<file path="src/design/nn_pkg.sv">
// Fixed layer shape of 4 rows by 4 lanes in signed Q8.8; changing the constants alone does not resize the core
package nn_pkg;

    // Stream word with four lanes, lane 0 in the low bits
    typedef logic [63:0] word_t;

    // One signed Q8.8 element
    typedef logic signed [15:0] elem_t;

    // Wide enough for four full products plus the scaled bias
    typedef logic signed [35:0] acc_t;

    // Core write address
    typedef logic [2:0] nn_addr_t;

    localparam int LANES        = 4;  // Elements per word
    localparam int FRAC_BITS    = 8;  // Q8.8 fraction
    localparam int FRAME_WORDS  = 7;  // 4 weights, bias, 2 vectors
    localparam int RESULT_WORDS = 2;  // One result word per vector

    // Write address map
    localparam nn_addr_t ADDR_BIAS = 3'd4;
    localparam nn_addr_t ADDR_VEC0 = 3'd5;
    localparam nn_addr_t ADDR_VEC1 = 3'd6;

    // Largest positive output after saturation
    localparam int OUT_MAX = 32767;

    // Controller to core write
    typedef struct packed {
        nn_addr_t addr;
        word_t    data;
    } nn_wr_t;

    // Output FIFO entry, last sits in bit 0
    typedef struct packed {
        word_t data;
        logic  last;
    } out_beat_t;

endpackage

</file>
<file path="src/design/axis_fifo.sv">
// Synchronous FWFT FIFO; DEPTH must be a power of two and rd_pop on an empty FIFO is ignored
`timescale 1ns/1ps

module axis_fifo #(
    parameter int WIDTH = 64,
    parameter int DEPTH = 16
) (
    input  logic                         aclk,
    input  logic                         aresetn,
    input  logic [WIDTH-1:0]             wr_data,
    input  logic                         wr_valid,
    output logic                         wr_ready,
    output logic [WIDTH-1:0]             rd_data,
    output logic                         rd_valid,
    input  logic                         rd_pop,
    output logic [$clog2(DEPTH+1)-1:0]   count
);

    localparam int PTR_BITS = $clog2(DEPTH);

    logic [WIDTH-1:0]    mem [DEPTH];
    logic [PTR_BITS-1:0] wr_ptr;
    logic [PTR_BITS-1:0] rd_ptr;
    logic                wr_en;
    logic                rd_en;

    assign wr_ready = (count != DEPTH[$clog2(DEPTH+1)-1:0]);  // Not full
    assign rd_valid = (count != '0);
    assign rd_data  = mem[rd_ptr];                           // Head falls through

    assign wr_en = wr_valid && wr_ready;
    assign rd_en = rd_pop && rd_valid;

    // Storage
    always_ff @(posedge aclk)
    begin
        if (wr_en)
            mem[wr_ptr] <= wr_data;
    end

    // Pointers and occupancy
    always_ff @(posedge aclk)
    begin
        if (!aresetn)
        begin
            wr_ptr <= '0;
            rd_ptr <= '0;
            count  <= '0;
        end
        else
        begin
            if (wr_en)
                wr_ptr <= wr_ptr + 1'b1;  // Wraps at DEPTH
            if (rd_en)
                rd_ptr <= rd_ptr + 1'b1;
            case ({wr_en, rd_en})
                2'b10:   count <= count + 1'b1;
                2'b01:   count <= count - 1'b1;
                default: count <= count;       // Idle or push and pop together
            endcase
        end
    end

endmodule

</file>
<file path="src/design/dot_product_unit.sv">
// Two-cycle latency, one row per cycle; output is ReLU clamped to 0..32767 so negatives never appear
`timescale 1ns/1ps

module dot_product_unit (
    input  logic          aclk,
    input  logic          aresetn,
    input  logic          in_valid,
    input  nn_pkg::word_t weights,
    input  nn_pkg::word_t vector,
    input  nn_pkg::elem_t bias,
    input  logic [2:0]    in_tag,
    output logic          out_valid,
    output nn_pkg::elem_t result,
    output logic [2:0]    out_tag
);

    import nn_pkg::*;

    localparam int   ELEM_BITS = $bits(elem_t);
    localparam acc_t SAT_MAX   = acc_t'(OUT_MAX);

    acc_t       prod_q [LANES];
    elem_t      bias_q;
    logic [2:0] tag_q;
    logic       valid_q;
    acc_t       sum;
    acc_t       scaled;

    // Stage 1 products
    always_ff @(posedge aclk)
    begin
        for (int i = 0; i < LANES; i++)
            prod_q[i] <= acc_t'(elem_t'(weights[i * ELEM_BITS +: ELEM_BITS]))
                       * acc_t'(elem_t'(vector[i * ELEM_BITS +: ELEM_BITS]));
        bias_q <= bias;
        tag_q  <= in_tag;
    end

    // Adder tree with bias aligned to the product scale
    always_comb
    begin
        sum = acc_t'(bias_q) <<< FRAC_BITS;
        for (int i = 0; i < LANES; i++)
            sum = sum + prod_q[i];
        scaled = sum >>> FRAC_BITS;  // Back to Q8.8
    end

    // Stage 2 ReLU and saturation
    always_ff @(posedge aclk)
    begin
        if (scaled < 0)
            result <= '0;
        else if (scaled > SAT_MAX)
            result <= elem_t'(SAT_MAX);
        else
            result <= elem_t'(scaled);
        out_tag <= tag_q;
    end

    always_ff @(posedge aclk)
    begin
        if (!aresetn)
        begin
            valid_q   <= 1'b0;
            out_valid <= 1'b0;
        end
        else
        begin
            valid_q   <= in_valid;
            out_valid <= valid_q;
        end
    end

endmodule

</file>
<file path="src/design/nn_core.sv">
// One 4x4 layer per start; start is only honoured while ready is high and loads must not overlap a run
`timescale 1ns/1ps

module nn_core (
    input  logic           aclk,
    input  logic           aresetn,
    input  nn_pkg::nn_wr_t wr,
    input  logic           wr_valid,
    input  logic           start,
    output logic           ready,
    input  logic           rd_addr,
    output nn_pkg::word_t  rd_data
);

    import nn_pkg::*;

    localparam int       ELEM_BITS = $bits(elem_t);
    localparam logic [2:0] LAST_PAIR = 3'(RESULT_WORDS * LANES - 1);

    word_t      weight_q [LANES];         // One row per output lane
    word_t      bias_q;
    word_t      vec_q    [RESULT_WORDS];
    word_t      result_q [RESULT_WORDS];
    logic       busy;
    logic [2:0] issue_cnt;                // {vector, row}
    logic [1:0] row;
    logic       vsel;
    elem_t      bias_lane;
    logic       dp_valid;
    elem_t      dp_result;
    logic [2:0] dp_tag;

    assign vsel      = issue_cnt[2];
    assign row       = issue_cnt[1:0];
    assign bias_lane = elem_t'(bias_q[row * ELEM_BITS +: ELEM_BITS]);

    // Parameter and input storage
    always_ff @(posedge aclk)
    begin
        if (wr_valid)
        begin
            case (wr.addr)
                ADDR_BIAS: bias_q   <= wr.data;
                ADDR_VEC0: vec_q[0] <= wr.data;
                ADDR_VEC1: vec_q[1] <= wr.data;
                default:
                begin
                    if (!wr.addr[2])
                        weight_q[wr.addr[1:0]] <= wr.data;  // Rows 0 to 3
                end
            endcase
        end
    end

    // Returning lanes land in their result word
    always_ff @(posedge aclk)
    begin
        if (dp_valid)
            result_q[dp_tag[2]][dp_tag[1:0] * ELEM_BITS +: ELEM_BITS] <= dp_result;
    end

    // Row sequencer
    always_ff @(posedge aclk)
    begin
        if (!aresetn)
        begin
            busy      <= 1'b0;
            issue_cnt <= '0;
            ready     <= 1'b1;
        end
        else
        begin
            if (start)
            begin
                busy      <= 1'b1;
                issue_cnt <= '0;
                ready     <= 1'b0;
            end
            else if (busy)
            begin
                issue_cnt <= issue_cnt + 1'b1;
                if (issue_cnt == LAST_PAIR)
                    busy <= 1'b0;          // Eighth pair issued
            end
            if (dp_valid && (dp_tag == LAST_PAIR))
                ready <= 1'b1;             // Last result written this cycle
        end
    end

    assign rd_data = result_q[rd_addr];

    dot_product_unit u_dpu (
        .aclk      (aclk),
        .aresetn   (aresetn),
        .in_valid  (busy),
        .weights   (weight_q[row]),
        .vector    (vec_q[vsel]),
        .bias      (bias_lane),
        .in_tag    (issue_cnt),
        .out_valid (dp_valid),
        .result    (dp_result),
        .out_tag   (dp_tag)
    );

endmodule

</file>
<file path="src/design/stream_ctrl.sv">
// Frames are exactly 7 words; OUT_DEPTH must be at least 2 or the controller never leaves WAIT_CORE
`timescale 1ns/1ps

module stream_ctrl #(
    parameter int IN_DEPTH  = 16,
    parameter int OUT_DEPTH = 8
) (
    input  logic                              aclk,
    input  logic                              aresetn,
    // Input FIFO head
    input  nn_pkg::word_t                     in_data,
    input  logic [$clog2(IN_DEPTH+1)-1:0]     in_count,
    output logic                              in_pop,
    // Core load and start
    output nn_pkg::nn_wr_t                    wr,
    output logic                              wr_valid,
    output logic                              start,
    input  logic                              core_ready,
    // Core result read
    output logic                              rd_addr,
    input  nn_pkg::word_t                     rd_data,
    // Output FIFO write
    output nn_pkg::out_beat_t                 out_beat,
    output logic                              out_push,
    input  logic [$clog2(OUT_DEPTH+1)-1:0]    out_count
);

    import nn_pkg::*;

    typedef enum logic [2:0] {
        WAIT_FRAME,
        LOAD,
        START,
        WAIT_CORE,
        UNLOAD
    } state_t;

    state_t   state;
    state_t   state_next;
    nn_addr_t cnt;
    nn_addr_t cnt_next;
    logic     frame_ready;
    logic     out_room;

    // A whole frame sits in the input FIFO
    assign frame_ready = (in_count >= FRAME_WORDS);

    // Two free entries for the result pair
    assign out_room = (out_count <= (OUT_DEPTH - RESULT_WORDS));

    always_ff @(posedge aclk)
    begin
        if (!aresetn)
        begin
            state <= WAIT_FRAME;
            cnt   <= '0;
        end
        else
        begin
            state <= state_next;
            cnt   <= cnt_next;
        end
    end

    always_comb
    begin
        state_next = state;
        cnt_next   = cnt;
        case (state)
            WAIT_FRAME:
            begin
                if (frame_ready)
                begin
                    state_next = LOAD;
                    cnt_next   = '0;
                end
            end
            LOAD:
            begin
                if (cnt == nn_addr_t'(FRAME_WORDS - 1))
                    state_next = START;
                else
                    cnt_next = cnt + 1'b1;
            end
            START:
                state_next = WAIT_CORE;  // Single start strobe
            WAIT_CORE:
            begin
                if (core_ready && out_room)
                begin
                    state_next = UNLOAD;
                    cnt_next   = '0;
                end
            end
            UNLOAD:
            begin
                if (cnt == nn_addr_t'(RESULT_WORDS - 1))
                    state_next = WAIT_FRAME;
                else
                    cnt_next = cnt + 1'b1;
            end
            default:
                state_next = WAIT_FRAME;
        endcase
    end

    // Load path, frame word index doubles as the core address
    assign in_pop   = (state == LOAD);
    assign wr_valid = (state == LOAD);
    assign wr.addr  = cnt;
    assign wr.data  = in_data;

    assign start = (state == START);

    // Unload path, core read is combinational
    assign rd_addr       = cnt[0];
    assign out_push      = (state == UNLOAD);
    assign out_beat.data = rd_data;
    assign out_beat.last = (cnt == nn_addr_t'(RESULT_WORDS - 1));  // Second beat closes frame

endmodule

</file>
<file path="src/design/axis_nn_top.sv">
// AXI-Stream layer accelerator; slave has no tlast, frames are fixed 7-word, FIFO depths must be powers of two
`timescale 1ns/1ps

module axis_nn_top #(
    parameter int IN_DEPTH  = 16,
    parameter int OUT_DEPTH = 8
) (
    input  logic          aclk,
    input  logic          aresetn,
    // Slave stream
    input  nn_pkg::word_t s_axis_tdata,
    input  logic          s_axis_tvalid,
    output logic          s_axis_tready,
    // Master stream
    output nn_pkg::word_t m_axis_tdata,
    output logic          m_axis_tvalid,
    output logic          m_axis_tlast,
    input  logic          m_axis_tready
);

    import nn_pkg::*;

    word_t                           in_head;
    logic [$clog2(IN_DEPTH+1)-1:0]   in_count;
    logic                            in_pop;
    nn_wr_t                          wr;
    logic                            wr_valid;
    logic                            start;
    logic                            core_ready;
    logic                            rd_addr;
    word_t                           rd_data;
    out_beat_t                       out_beat;
    out_beat_t                       out_head;
    logic                            out_push;
    logic [$clog2(OUT_DEPTH+1)-1:0]  out_count;

    axis_fifo #(
        .WIDTH ($bits(word_t)),
        .DEPTH (IN_DEPTH)
    ) u_in_fifo (
        .aclk     (aclk),
        .aresetn  (aresetn),
        .wr_data  (s_axis_tdata),
        .wr_valid (s_axis_tvalid),
        .wr_ready (s_axis_tready),
        .rd_data  (in_head),
        .rd_valid (),               // Controller works from the count
        .rd_pop   (in_pop),
        .count    (in_count)
    );

    stream_ctrl #(
        .IN_DEPTH  (IN_DEPTH),
        .OUT_DEPTH (OUT_DEPTH)
    ) u_ctrl (
        .aclk       (aclk),
        .aresetn    (aresetn),
        .in_data    (in_head),
        .in_count   (in_count),
        .in_pop     (in_pop),
        .wr         (wr),
        .wr_valid   (wr_valid),
        .start      (start),
        .core_ready (core_ready),
        .rd_addr    (rd_addr),
        .rd_data    (rd_data),
        .out_beat   (out_beat),
        .out_push   (out_push),
        .out_count  (out_count)
    );

    nn_core u_core (
        .aclk     (aclk),
        .aresetn  (aresetn),
        .wr       (wr),
        .wr_valid (wr_valid),
        .start    (start),
        .ready    (core_ready),
        .rd_addr  (rd_addr),
        .rd_data  (rd_data)
    );

    axis_fifo #(
        .WIDTH ($bits(out_beat_t)),
        .DEPTH (OUT_DEPTH)
    ) u_out_fifo (
        .aclk     (aclk),
        .aresetn  (aresetn),
        .wr_data  (out_beat),
        .wr_valid (out_push),
        .wr_ready (),               // Room is checked before unloading
        .rd_data  (out_head),
        .rd_valid (m_axis_tvalid),
        .rd_pop   (m_axis_tready),
        .count    (out_count)
    );

    assign m_axis_tdata = out_head.data;
    assign m_axis_tlast = out_head.last;

endmodule

</file>
<file path="config.mk">
export PLATFORM = sky130hd
export DESIGN_NAME = axis_nn_top
export DESIGN_NICKNAME = d
export VERILOG_FILES = /design/src/design/nn_pkg.sv /design/src/design/axis_fifo.sv /design/src/design/dot_product_unit.sv /design/src/design/nn_core.sv /design/src/design/stream_ctrl.sv /design/src/design/axis_nn_top.sv
export SDC_FILE = /design/constraint.sdc
export NUM_CORES = 2
export LEC_CHECK = 0
export ABC_CLOCK_PERIOD_IN_PS = 12600
export BUFFER_PORTS_ARGS = -buffer_cell sky130_fd_sc_hd__buf_4
export CAP_MARGIN = 20
export CORE_UTILIZATION = 50
export DETAILED_ROUTE_END_ITERATION = 10
export GPL_TIMING_DRIVEN = 1
export PLACE_DENSITY = 0.65
export SYNTH_ARGS = -nofsm -noshare
export SYNTH_HDL_FRONTEND = slang
export SYNTH_HIERARCHICAL = 1
export SYNTH_SLANG_ARGS = --single-unit
export TNS_END_PERCENT = 20
</file>
<file path="constraint.sdc">
create_clock -name aclk -period 12.6 [get_ports aclk]
set_clock_uncertainty 0.1 [all_clocks]
set_input_delay 1.26 -clock aclk [delete_from_list [all_inputs] [get_ports aclk]]
set_output_delay 1.26 -clock aclk [all_outputs]
set_load 0.1 [all_outputs]
</file>
==> reports/metrics.yaml <==
timing:
  setup_tns_ps: 0
  relSlewSlack_pct: 27.0
  rsz0062_at_grt: "no"
  setup_viol: 0
  slew_violations: 0
  worstMarginPinSlew_ps: 1100
  period_needed_ps: 8460
  layout_setup_ws_ps: 4140
  finalCritPeriodShare_pct: 67.1
  hold_viol_final: 0
  timing.fmax_mhz: 118
setup_path:
  cp-start-kind: "register"
  critPathCapture: "u_core/u_dpu/prod_q[1][30]$_DFF_P_"
  cp_max_fo: 37
  reg2reg_to: "u_core/u_dpu/prod_q[1][30]$_DFF_P_"
  reg2regPathDepth: 23
  r2r_slack_ps: 4140
  cp.required_ps: 13300
  crit_type: "register to register"
  worstSetupEndpointType: "register"
  cp.arrival_ps: 9160
yosys:
  synthCells: 8659
  synth_nets: 10300
  syn-cell-area_um2: 130000
  postSynthAreaPerCell_um2: 15.0
  yosys_warnings: 6
route:
  totalWireLength_um: 296000
  drt_first_iter_violations: 5226
  antenna_left: 0
  vias: 68300
  wl_per_cell_um: 24.1
  drc: 0
  vias_per_cell: 5.57
  drtPass1Iterations: 7
clocking:
  clkLatencyLatePin_ps: 910
  root_buffer: "clkbuf_16"
  cts_setup_buffers: 0
  cts-resized-gates: 0
  clk_path_buf_depth: 3
  cts_tree: "built"
  cts.htree.levels: 4
  numCtsBuffers: 236
  cts_hold_buf: 0
  clock-sinks: 2332
  cts.clk_slew.worst_paths_ps: 70
placement:
  dp_hpwl_um: 201000
  io_buffers: 134
  pre_cts_ws_ps: 4180
  gp_congestion: 0.882
  dpl.cell_count: 11800
floorplanning:
  die_y_um: 512
  fp.dieW_um: 512
  initial_core_util_pct: 50.5
  dieArea_um2: 262000
  io_pins: 135
  num_rows: 186
  core-area_um2: 258000
cells_and_area:
  final_common_cell: "edfxtp_1"
  drive_gt1_share_pct: 15.3
  n_fill_cell: 20500
  final_cell_mix: "edfxtp_1, inv_1, fa_1"
  syn_to_final_growth_pct: 8.72
  final_nets: 10300
  stdcell_count: 12300
global_routing:
  grt_pass1_wl_um: 449000
  antenna_found_initial: 21
  grt_pass1_vias: 73000
  grt_use_total_pct: 22.9
  grt_overflow: 0
  grt_max_degree: 128
hold_path:
  worstHoldPathType: "register to register"
  min_from: "u_core/u_dpu/tag_q[1]$_DFF_P_"
job:
  drv_cap: 0
outcome:
  status: "complete, no violations"
-- layout make-up --
| class | count | area, µm² | area share (%) |
|---|---|---|---|
| sequential | 2332 | 67900 | 48.0 |
| multi-input combinational | 4416 | 54300 | 38.4 |
| clock buffer | 298 | 6310 | 4.46 |
| clock inverter | 149 | 1530 | 1.08 |
| antenna | 7 | 17.5 | 0.0124 |
| timing repair buffer | 202 | 1610 | 1.14 |
| inverter | 1483 | 5570 | 3.93 |
| tap | 3384 | 4230 | 2.99 |
-- stage by stage --
stage	area (µm²)	utilization, %	hold WS (ps)
3_3_place_gp	134000	51.8	211
6_report	142000	54.9	226
2_1_floorplan	130000	-	210
4_1_cts	141000	54.9	225
5_1_grt	142000	54.9	233
3_5_place_dp	134000	51.8	212
-- critical path: stages, from the launching register on --
cell and delay [ps]:
dfxtp_4 760, buf_4 540, mux4_2 590, and2_1 270
fa_1 550, inv_1 50, fa_1 460, fa_1 510
inv_1 60, fa_1 500, fa_1 490, inv_1 50
fa_1 480, inv_1 50, ha_1 350, and4_1 270
and3_1 200, a2111oi_1 480, a21oi_1 300, o211ai_1 410
a21oi_1 160, o41a_1 380, mux2i_1 180, nand3_1 80
-- worst min-delay path by stage --
stage	endpoint	cells after the start	slack [ps]
floorplan	u_core/u_dpu/out_tag[0]$_DFF_P_	0	210
global placement	u_core/u_dpu/out_tag[1]$_DFF_P_	0	210
detailed placement	u_core/u_dpu/out_tag[1]$_DFF_P_	0	210
CTS	u_core/u_dpu/out_tag[1]$_DFF_P_	0	230
global route	u_core/u_dpu/out_tag[1]$_DFF_P_	0	230
finish	u_core/u_dpu/out_tag[1]$_DFF_P_	0	230
-- registers in the layout (all words and copies together), names as in the netlist, 3 cells and up, named ones only --
signal,flops
u_out_fifo/mem,520
u_core/bias_q,64
u_in_fifo/wr_ptr,4
u_core/weight_q,256
u_ctrl/cnt,3
u_core/vec_q,128
u_core/u_dpu/prod_q,128
u_ctrl/state,3
u_in_fifo/count,5
u_core/issue_cnt,3
u_out_fifo/count,4
u_core/result_q,128
u_core/u_dpu/tag_q,3
u_core/u_dpu/result,16
u_in_fifo/mem,1024
u_core/u_dpu/bias_q,16
u_out_fifo/rd_ptr,3
u_out_fifo/wr_ptr,3
u_core/u_dpu/out_tag,3
u_in_fifo/rd_ptr,4
-- per-layer routing --
metal | vias up | track usage [%] | part of all wire, %
met1 | 36200 | 30.8 | 42
met4 | 34 | 7.60 | 3.3
li1 | 29600 | - | -
met3 | 430 | 3.92 | 6.0
met5 | - | 0 | 0.080
met2 | 2032 | 38.1 | 49
Power is left out: the tool's default activity adds up to more than one toggle a clock period on the data nets, which glitch-free logic cannot reach.
